$ cat src/source/agu_settings.svh
`ifndef AGU_SETTINGS_SVH
`define AGU_SETTINGS_SVH

// virtual and physical address widths
`define AGU_VADDR_W 48
`define AGU_PADDR_W 44

// 8 KiB pages
`define AGU_PAGE_W 13

// data cache has 32 banks of four bytes each
`define AGU_BANKS 32

// fully associative data TLB
`define AGU_TLB_ENTRIES 8

// store queue tag
`define AGU_TAG_W 9

`endif

$ cat src/source/agu_pkg.sv
package agu_pkg;

  `include "agu_settings.svh"

  localparam int VPN_W  = `AGU_VADDR_W - `AGU_PAGE_W;
  localparam int PPN_W  = `AGU_PADDR_W - `AGU_PAGE_W;
  localparam int BANK_W = $clog2(`AGU_BANKS);

  // store opcodes, size is 1 << encoding
  typedef enum logic [2:0] {
    op_st_b = 3'd0,
    op_st_h = 3'd1,
    op_st_w = 3'd2,
    op_st_d = 3'd3,
    op_st_q = 3'd4
  } store_op_e;

  // request, address already summed
  typedef struct packed {
    store_op_e              op;
    logic [`AGU_VADDR_W-1:0] vaddr;
    logic                   kernel;
    logic [`AGU_TAG_W-1:0]   tag;
  } agu_req_t;

  typedef struct packed {
    logic [VPN_W-1:0] vpn;
    logic [PPN_W-1:0] ppn;
    logic             present;
    logic             write_protect;
    logic             system;
  } tlb_entry_t;

  // fault[0] protection, fault[1] privilege
  typedef struct packed {
    logic             hit;
    logic [PPN_W-1:0] ppn;
    logic [1:0]       fault;
  } tlb_look_t;

  typedef struct packed {
    logic [`AGU_PADDR_W-1:0] paddr;
    // ppn of the page after paddr
    logic [PPN_W-1:0]       paddr_next;
    logic [`AGU_BANKS-1:0]   banks;
    logic [BANK_W-1:0]      first_bank;
    logic [4:0]             size;
    logic                   split;
    logic                   cross_page;
    logic [`AGU_TAG_W-1:0]   tag;
  } mem_op_t;

  // code[0] protection, code[1] privilege, code[2] illegal opcode
  typedef struct packed {
    logic [2:0]           code;
    logic [`AGU_TAG_W-1:0] tag;
  } fault_t;

endpackage

$ cat src/source/agu_op_decode.sv
`timescale 1ns/1ps

module agu_op_decode import agu_pkg::*; (
  input  store_op_e  op,
  output logic [4:0] bytes,
  output logic       illegal
);

  // size decode straight off the enum
  always_comb begin
    illegal = 1'b0;
    case (op)
      op_st_b: begin
        bytes = 5'd1;
      end
      op_st_h: begin
        bytes = 5'd2;
      end
      op_st_w: begin
        bytes = 5'd4;
      end
      op_st_d: begin
        bytes = 5'd8;
      end
      op_st_q: begin
        bytes = 5'd16;
      end
      default: begin
        // treat as a single byte so the bank map stays sane
        bytes   = 5'd1;
        illegal = 1'b1;
      end
    endcase
  end

endmodule

$ cat src/source/agu_bank_map.sv
`timescale 1ns/1ps
`include "agu_settings.svh"

module agu_bank_map import agu_pkg::*; (
  input  logic [`AGU_PAGE_W-1:0] vaddr_low,
  input  logic [4:0]            bytes,
  output logic [`AGU_BANKS-1:0]  banks,
  output logic [BANK_W-1:0]     first_bank,
  output logic                  split,
  output logic                  cross_page
);

  localparam int OFF_W = `AGU_PAGE_W + 1;
  localparam logic [OFF_W-1:0] PAGE_BYTES = OFF_W'(1) << `AGU_PAGE_W;

  // at most 3 + 16 + 3, fits in five bits
  logic [4:0]              span_sum;
  logic [2:0]              count;
  logic [`AGU_BANKS-1:0]    run;
  logic [2*`AGU_BANKS-1:0]  wide;
  logic [BANK_W+1:0]       last_bank;
  logic [OFF_W-1:0]        end_off;

  assign first_bank = vaddr_low[BANK_W+1:2];

  always_comb begin
    // number of 4-byte banks touched
    span_sum = 5'(vaddr_low[1:0]) + bytes + 5'd3;
    count    = span_sum[4:2];

    // run of ones, rotated left to start at first_bank
    run   = (`AGU_BANKS'(1) << count) - `AGU_BANKS'(1);
    wide  = {{`AGU_BANKS{1'b0}}, run} << first_bank;
    banks = wide[`AGU_BANKS-1:0] | wide[2*`AGU_BANKS-1:`AGU_BANKS];

    // range runs past bank 31
    last_bank = (BANK_W + 2)'(first_bank) + (BANK_W + 2)'(count);
    split     = last_bank > (BANK_W + 2)'(`AGU_BANKS);

    // last byte lands in the next page
    end_off    = OFF_W'(vaddr_low) + OFF_W'(bytes);
    cross_page = end_off > PAGE_BYTES;
  end

endmodule

$ cat src/source/agu_dtlb.sv
`timescale 1ns/1ps
`include "agu_settings.svh"

module agu_dtlb import agu_pkg::*; #(
  parameter int ENTRIES = `AGU_TLB_ENTRIES,
  parameter int IDX_W   = $clog2(`AGU_TLB_ENTRIES)
) (
  input  logic             clk,
  input  logic             rst,
  input  logic             wr,
  input  logic [IDX_W-1:0] wr_index,
  input  tlb_entry_t       wr_entry,
  input  logic [VPN_W-1:0] vpn,
  input  logic             kernel,
  output tlb_look_t        look,
  output tlb_look_t        look_next
);

  tlb_entry_t         entries_q [ENTRIES];
  logic [ENTRIES-1:0] valid_q;
  logic [VPN_W-1:0]   vpn_next;

  // entry storage, filled through the write port
  always_ff @(posedge clk) begin
    if (wr) begin
      entries_q[wr_index] <= wr_entry;
    end
  end

  always_ff @(posedge clk) begin
    if (rst) begin
      valid_q <= '0;
    end else if (wr) begin
      valid_q[wr_index] <= 1'b1;
    end
  end

  // one associative search over all entries
  function automatic tlb_look_t search(input logic [VPN_W-1:0] key);
    tlb_look_t res;
    res = '0;
    for (int i = 0; i < ENTRIES; i++) begin
      if (valid_q[i] && entries_q[i].vpn == key) begin
        res.hit      = 1'b1;
        res.ppn      = entries_q[i].ppn;
        // not present or write protected
        res.fault[0] = ~entries_q[i].present | entries_q[i].write_protect;
        // system page from user mode
        res.fault[1] = entries_q[i].system & ~kernel;
      end
    end
    return res;
  endfunction

  // the following page, for stores that cross a page
  assign vpn_next = vpn + VPN_W'(1);

  always_comb begin
    look      = search(vpn);
    look_next = search(vpn_next);
  end

endmodule

$ cat src/source/agu_result.sv
`timescale 1ns/1ps
`include "agu_settings.svh"

module agu_result import agu_pkg::*; (
  input  logic                  clk,
  input  logic                  rst,
  input  logic                  cancel,
  input  logic                  s1_valid,
  input  agu_req_t              s1_req,
  input  logic                  s1_illegal,
  input  logic [4:0]            s1_bytes,
  input  logic [`AGU_BANKS-1:0]  s1_banks,
  input  logic [BANK_W-1:0]     s1_first_bank,
  input  logic                  s1_split,
  input  logic                  s1_cross_page,
  input  tlb_look_t             s1_look,
  input  tlb_look_t             s1_look_next,
  output logic                  mop_valid,
  output mem_op_t               mop,
  output logic                  miss_valid,
  output logic [`AGU_TAG_W-1:0]  miss_tag,
  output logic                  fault_valid,
  output fault_t                fault
);

  logic                 miss;
  logic [1:0]           page_fault;
  logic                 take_fault;
  logic                 take_miss;
  logic                 take_mop;
  logic                 live;
  mem_op_t              mop_d;
  fault_t               fault_d;
  logic                 mop_valid_q;
  logic                 miss_valid_q;
  logic                 fault_valid_q;

  always_comb begin
    // next page only matters when the store crosses into it
    miss       = ~s1_look.hit | (s1_cross_page & ~s1_look_next.hit);
    page_fault = s1_look.fault | (s1_cross_page ? s1_look_next.fault : 2'b00);

    // illegal opcode first, then miss, then page faults
    take_fault = s1_illegal | (~miss & (page_fault != 2'b00));
    take_miss  = ~s1_illegal & miss;
    take_mop   = ~take_fault & ~take_miss;

    fault_d.code = s1_illegal ? 3'b100 : {1'b0, page_fault};
    fault_d.tag  = s1_req.tag;

    mop_d.paddr      = {s1_look.ppn, s1_req.vaddr[`AGU_PAGE_W-1:0]};
    mop_d.paddr_next = s1_look_next.ppn;
    mop_d.banks      = s1_banks;
    mop_d.first_bank = s1_first_bank;
    mop_d.size       = s1_bytes;
    mop_d.split      = s1_split;
    mop_d.cross_page = s1_cross_page;
    mop_d.tag        = s1_req.tag;
  end

  assign live = s1_valid & ~cancel;

  always_ff @(posedge clk) begin
    if (rst) begin
      mop_valid_q   <= 1'b0;
      miss_valid_q  <= 1'b0;
      fault_valid_q <= 1'b0;
    end else begin
      mop_valid_q   <= live & take_mop;
      miss_valid_q  <= live & take_miss;
      fault_valid_q <= live & take_fault;
    end
  end

  always_ff @(posedge clk) begin
    if (s1_valid) begin
      mop      <= mop_d;
      fault    <= fault_d;
      miss_tag <= s1_req.tag;
    end
  end

  // cancel also kills whatever is leaving stage 2 this cycle
  assign mop_valid   = mop_valid_q & ~cancel;
  assign miss_valid  = miss_valid_q & ~cancel;
  assign fault_valid = fault_valid_q & ~cancel;

endmodule

$ cat src/source/store_agu.sv
`timescale 1ns/1ps
`include "agu_settings.svh"

module store_agu import agu_pkg::*; (
  input  logic                         clk,
  input  logic                         rst,
  input  logic                         req_valid,
  input  agu_req_t                     req,
  input  logic                         cancel,
  input  logic                         tlb_wr,
  input  logic [$clog2(`AGU_TLB_ENTRIES)-1:0] tlb_wr_index,
  input  tlb_entry_t                   tlb_wr_entry,
  output logic                         mop_valid,
  output mem_op_t                      mop,
  output logic                         miss_valid,
  output logic [`AGU_TAG_W-1:0]         miss_tag,
  output logic                         fault_valid,
  output fault_t                       fault
);

  // stage 0, combinational
  logic [4:0]            bytes;
  logic                  illegal;
  logic [`AGU_BANKS-1:0]  banks;
  logic [BANK_W-1:0]     first_bank;
  logic                  split;
  logic                  cross_page;
  tlb_look_t             look;
  tlb_look_t             look_next;

  // stage 1 register
  logic                  s1_valid;
  agu_req_t              s1_req;
  logic [4:0]            s1_bytes;
  logic                  s1_illegal;
  logic [`AGU_BANKS-1:0]  s1_banks;
  logic [BANK_W-1:0]     s1_first_bank;
  logic                  s1_split;
  logic                  s1_cross_page;
  tlb_look_t             s1_look;
  tlb_look_t             s1_look_next;

  agu_op_decode i_op_decode (
    .op      (req.op),
    .bytes   (bytes),
    .illegal (illegal)
  );

  agu_bank_map i_bank_map (
    .vaddr_low  (req.vaddr[`AGU_PAGE_W-1:0]),
    .bytes      (bytes),
    .banks      (banks),
    .first_bank (first_bank),
    .split      (split),
    .cross_page (cross_page)
  );

  agu_dtlb i_dtlb (
    .clk       (clk),
    .rst       (rst),
    .wr        (tlb_wr),
    .wr_index  (tlb_wr_index),
    .wr_entry  (tlb_wr_entry),
    .vpn       (req.vaddr[`AGU_VADDR_W-1:`AGU_PAGE_W]),
    .kernel    (req.kernel),
    .look      (look),
    .look_next (look_next)
  );

  always_ff @(posedge clk) begin
    if (rst) begin
      s1_valid <= 1'b0;
    end else begin
      s1_valid <= req_valid & ~cancel;
    end
  end

  always_ff @(posedge clk) begin
    if (req_valid) begin
      s1_req        <= req;
      s1_bytes      <= bytes;
      s1_illegal    <= illegal;
      s1_banks      <= banks;
      s1_first_bank <= first_bank;
      s1_split      <= split;
      s1_cross_page <= cross_page;
      s1_look       <= look;
      s1_look_next  <= look_next;
    end
  end

  agu_result i_result (
    .clk           (clk),
    .rst           (rst),
    .cancel        (cancel),
    .s1_valid      (s1_valid),
    .s1_req        (s1_req),
    .s1_illegal    (s1_illegal),
    .s1_bytes      (s1_bytes),
    .s1_banks      (s1_banks),
    .s1_first_bank (s1_first_bank),
    .s1_split      (s1_split),
    .s1_cross_page (s1_cross_page),
    .s1_look       (s1_look),
    .s1_look_next  (s1_look_next),
    .mop_valid     (mop_valid),
    .mop           (mop),
    .miss_valid    (miss_valid),
    .miss_tag      (miss_tag),
    .fault_valid   (fault_valid),
    .fault         (fault)
  );

endmodule

$ cat config.mk
export PLATFORM = sky130hd
export DESIGN_NAME = store_agu
export DESIGN_NICKNAME = d
export VERILOG_FILES = /design/src/source/agu_pkg.sv /design/src/source/agu_op_decode.sv /design/src/source/agu_bank_map.sv /design/src/source/agu_dtlb.sv /design/src/source/agu_result.sv /design/src/source/store_agu.sv
export VERILOG_INCLUDE_DIRS = /design/src /design/src/source
export SDC_FILE = /design/constraint.sdc
export NUM_CORES = 1
export LEC_CHECK = 0
export BUFFER_PORTS_ARGS = -buffer_cell sky130_fd_sc_hd__buf_2
export CAP_MARGIN = 30
export CORE_MARGIN = 4
export CORE_UTILIZATION = 59
export CTS_CLUSTER_DIAMETER = 30
export DETAILED_ROUTE_END_ITERATION = 8
export PLACE_DENSITY = 0.78
export SYNTH_ARGS = -nofsm -noshare
export SYNTH_HDL_FRONTEND = slang
export SYNTH_SLANG_ARGS = --single-unit
$ cat constraint.sdc
create_clock -name clk -period 7.5 [get_ports clk]
set_clock_uncertainty 0.1 [all_clocks]
set_input_delay 0.75 -clock clk [delete_from_list [all_inputs] [get_ports clk]]
set_output_delay 0.75 -clock clk [all_outputs]
set_load 0.02 [all_outputs]
==> impl.org <==
** Timing
- Crit path setup slack, layout :: roughly 1.8 ns
- After routing, the total negative slack on setup checks comes to 0 ns.
- Final number of hold-violating endpoints :: 0
- Setup violations remaining at the end of the flow were counted as 0.
- Share of the clock period used by the worst path :: 0.7533
- Fin crit period :: 5.650 ns
- Max Fclk :: 177.0 MHz
- At the pin with the least slew margin, the transition time is 1.098 ns.
- Headroom to the max-slew limit :: 0.2680
- Setup repair after global routing missed its margin :: false
- The final max-slew violation count is 0.

** Logic synthesis
- Mean instance size in the synthesized netlist :: between 10 and 15 sq um
- Fraction of synthesized cell area taken by the top area cell type :: 0.6016
- After synthesis, the share of flip-flops with an asynchronous set or reset is 0.
- Top cells by area, synth :: sky130_fd_sc_hd__edfxtp_1, sky130_fd_sc_hd__xnor2_1, sky130_fd_sc_hd__xor2_1
- FF+latch count, synth :: 820
- Synth top cells by count :: sky130_fd_sc_hd__edfxtp_1, sky130_fd_sc_hd__xnor2_1, sky130_fd_sc_hd__nand2_1
- Counting every net in the synthesized netlist gives 3369.
- By instance count, the leading cell after synthesis is sky130_fd_sc_hd__edfxtp_1.
- Part of the Yosys area used for sequential elements :: 0.6076
- Most frequently used flop master after synthesis :: sky130_fd_sc_hd__edfxtp_1
- The largest total area in the synthesized netlist belongs to sky130_fd_sc_hd__edfxtp_1.
- EDFF count, synth :: 808
- Cell area after synthesis :: 0.04033 sq mm
- In this run, distinct cell masters in the synthesized netlist total a little under 100.
- For this run, the number of Yosys warnings is 0.
- Synthesized instance count :: 3213

** Routing
- In this run, the number of DRC markers left after iteration 0 of detailed routing was 5496.
- In this run the remaining antenna-violating nets after routing total 0.
- For this block, the routed nets add up to between 150000 and 200000 microns of wire.
- DR vias :: between 30000 and 40000
- Number of remaining DRC errors :: 0
- Dividing the detail-routed wire length by the instance count gives 33.41 microns.
- Before antenna repair, the detailed router went through 6 iterations.
- Dividing the detail-routed via count by the number of cells gives about 7.

** Floorplan
- Horizontal die dimension :: around 270 microns
- Die height :: ~270 microns
- The initialized floorplan defines 95 standard-cell rows.
- 290 I/O pins were placed.
- Placeable core area :: 0.06751 sq mm
- Die Area :: 0.07260 sq mm
- Initial cell density of the core :: 0.5973

** Worst setup path
- Count of buffer and inverter cells on the critical path :: 2
- In this design, the largest share of critical-path delay is due to simple AND/OR/NAND/NOR gates.
- Data on the critical path is required at its endpoint by 7.91 ns.
- At the worst endpoint, the arrival time is 6.06 ns.
- For this design, the slowest cell found on the critical path is sky130_fd_sc_hd__a2111oi_0.
- Startpoint type of the worst setup path :: input port
- In this design, the stage delay of the slowest critical-path cell is 0.91 ns.
- Largest fanout on the critical path :: 66
- Kind of critical path :: input port to register
- Type of destination of the critical path :: register
- Walking the worst path, the cells encountered are buf_2 -> nand4_2 -> nor3_2 -> nor2_1 -> o31a_1 -> a2111oi_0 -> nand4b_1 -> and4b_2 -> buf_4 -> nand2_1 -> a32o_1 -> o41ai_1.

** Clocking
- Post-CTS timing repair inserted 0 buffers for setup.
- TritonCTS built the clock tree.
- Post-CTS repair changed the size of 0 cells.
- The H-tree was split into 4 levels.
- Maximum clock insertion buffer count :: 3
- Clk root buf :: sky130_fd_sc_hd__clkbuf_16
- Later-pin clock latency in the skew report :: between 0.7 and 0.8 ns
- Number of buffers inserted during clock tree synthesis :: 146
- Clock sink count :: 820
- After clock tree synthesis, the clock-pin slew on the worst setup and hold paths is 0.05 ns.
- For this design, the CTS-stage hold fixing added 0 buffers.

** Global routing
- The number of global-route vias before repair came to between 30000 and 40000.
- Initial antenna violation count :: 13
- Entering global routing, the biggest net connects 74 pins.
- All-layer global routing usage :: 0.4053
- The first global-routing pass estimated 214800 microns of wire.
- Global-route congestion overflow total :: 0

** Placed design
- Input and output buffers added on the ports amount to approximately 290.
- Prior to clock tree synthesis, the placed netlist has a worst setup slack of 1.404 ns.
- Routability-driven placement finished with a final weighted congestion of 1.099.
- Counting tap cells, the placed design contains a total of 4222 instances.
- Placed wire-length estimate after detailed placement :: between 100000 and 150000 microns

** Power and ir drop
- Net Sw Power :: 3376 uW
- Part of the power in registers :: 0.406
- Clock network fraction of total power :: 0.518
- Dividing total power by cell area gives a power density of 275.2 mW/mm^2.
- The worst-case IR drop observed on VDD is 0.0002212 V.
- Internal Pwr Total :: ~9800 uW
- Lkg Pwr :: between 0.015 and 0.02 uW
- Of the total power, the share spent switching nets is 0.2566.
- Of the total power, combinational logic draws 0.076.

** Run status
- Run status :: complete, no violations

** Run
- # Max-Cap Violations :: 0

** Finish
- Proportion of layout cells with a drive suffix above 1 :: 0.1970
- The final layout contains 3655 nets.
- The count of cells in the finished layout, fillers not included, comes to roughly 4500.
- From synthesis to final layout, the design area changed by 18.55%.

** Worst hold path
- The worst hold path belongs to the class input port to register.
-- state kept, by name, summed over array words and instances (netlist names), 5 cells and up --
signal / count
s1_look: 34
s1_req: 22
i_dtlb.entries_q: 552
i_dtlb.valid_q: 8
i_result.fault: 12
i_result.mop: 114
s1_banks: 32
s1_bytes: 5
s1_look_next: 34
-- stage by stage --
| stage | hold slack [ns] | total power, uW | util | cell area (sq um) |
|---|---|---|---|---|
| 2_1_floorplan | 0.3003 | 5958 | - | 40330 |
| 3_3_place_gp | 0.3003 | 6361 | 0.6297 | 42520 |
| 4_1_cts | 0.03590 | 13140 | 0.7070 | 47730 |
| 6_report | 0.07605 | 13160 | 0.7081 | 47810 |
| 5_1_grt | 0.04888 | 13480 | 0.7079 | 47790 |
| 3_5_place_dp | 0.3045 | 6380 | 0.6304 | 42560 |
-- cells by family (layout without fill, tap and decap cells) --
group           count (synthesis)  count (layout)  synth area share
buf+inv                       261             672           0.02954
flops                         820             820            0.6076
compound gates                700             700            0.1158
simple gates                  882             882            0.1201
mux                            75              75           0.01914
xor+xnor                      457             457            0.1016
fa+ha+maj                      18              18          0.006143
other cells                     0              15                 0
-- placed cells by master (no fill, tap or decap), types with 32 or more instances in the layout --
cell	n
sky130_fd_sc_hd__nor2_1	166
sky130_fd_sc_hd__nand3b_1	35
sky130_fd_sc_hd__buf_2	290
sky130_fd_sc_hd__buf_4	68
sky130_fd_sc_hd__nand4_1	74
sky130_fd_sc_hd__nand2_1	231
sky130_fd_sc_hd__clkbuf_16	146
sky130_fd_sc_hd__xnor2_1	300
sky130_fd_sc_hd__o311a_1	33
sky130_fd_sc_hd__nor4_1	32
sky130_fd_sc_hd__mux2i_1	58
sky130_fd_sc_hd__o211ai_1	44
sky130_fd_sc_hd__o21a_1	39
sky130_fd_sc_hd__a31oi_1	50
sky130_fd_sc_hd__xor2_1	150
sky130_fd_sc_hd__nor3_1	77
sky130_fd_sc_hd__edfxtp_1	808
sky130_fd_sc_hd__a21oi_1	128
sky130_fd_sc_hd__inv_1	34
sky130_fd_sc_hd__nand3_1	44
sky130_fd_sc_hd__o21ai_0	175
-- final timing paths --
kind | from | end | slack [ns] | depth (start not counted)
setup / recovery | req[25] | s1_look_next[19] | 1.85 | 12
hold / removal | req[6] | s1_req[6] | 0.08 | 1
setup reg to reg | i_dtlb.entries_q[3][36] | s1_look_next[30] | 2.31 | 10
hold reg to reg | s1_banks[6] | i_result.mop[27] | 0.31 | 0
-- power by group through the flow --
| stage | clock network (uW) | logic (uW) | registers [uW] |
|---|---|---|---|
| after floorplan | 0 | 517 | 5440 |
| after CTS | 6840 | 968 | 5340 |
| after global routing | 7090 | 1040 | 5350 |
| after detailed placement | 0 | 958 | 5420 |
| after global placement | 0 | 948 | 5410 |
| final | 6810 | 1000 | 5340 |
-- final cells by class --
class / count / area [sq um]
Inverter: 35 / 131.4
Multi-Input combinational cell: 2132 / 14800
Tap cell: 873 / 1092
Antenna cell: 15 / 37.54
Clock inverter: 115 / 1471
Clock buffer: 158 / 3699
Timing Repair Buffer: 364 / 2073
Fill cell: 4474 / 19710
Sequential cell: 820 / 24510
-- layer usage --
metal / up-vias / share of wire / track usage
met1: 15260 / 0.36 / 0.5547
met4: 4 / 0.056 / 0.1872
met3: 574 / 0.13 / 0.09708
met5: - / 0.00021 / 0
met2: 2853 / 0.45 / 0.6204
li1: 12830 / - / -
(Power assumes the default switching activity.)
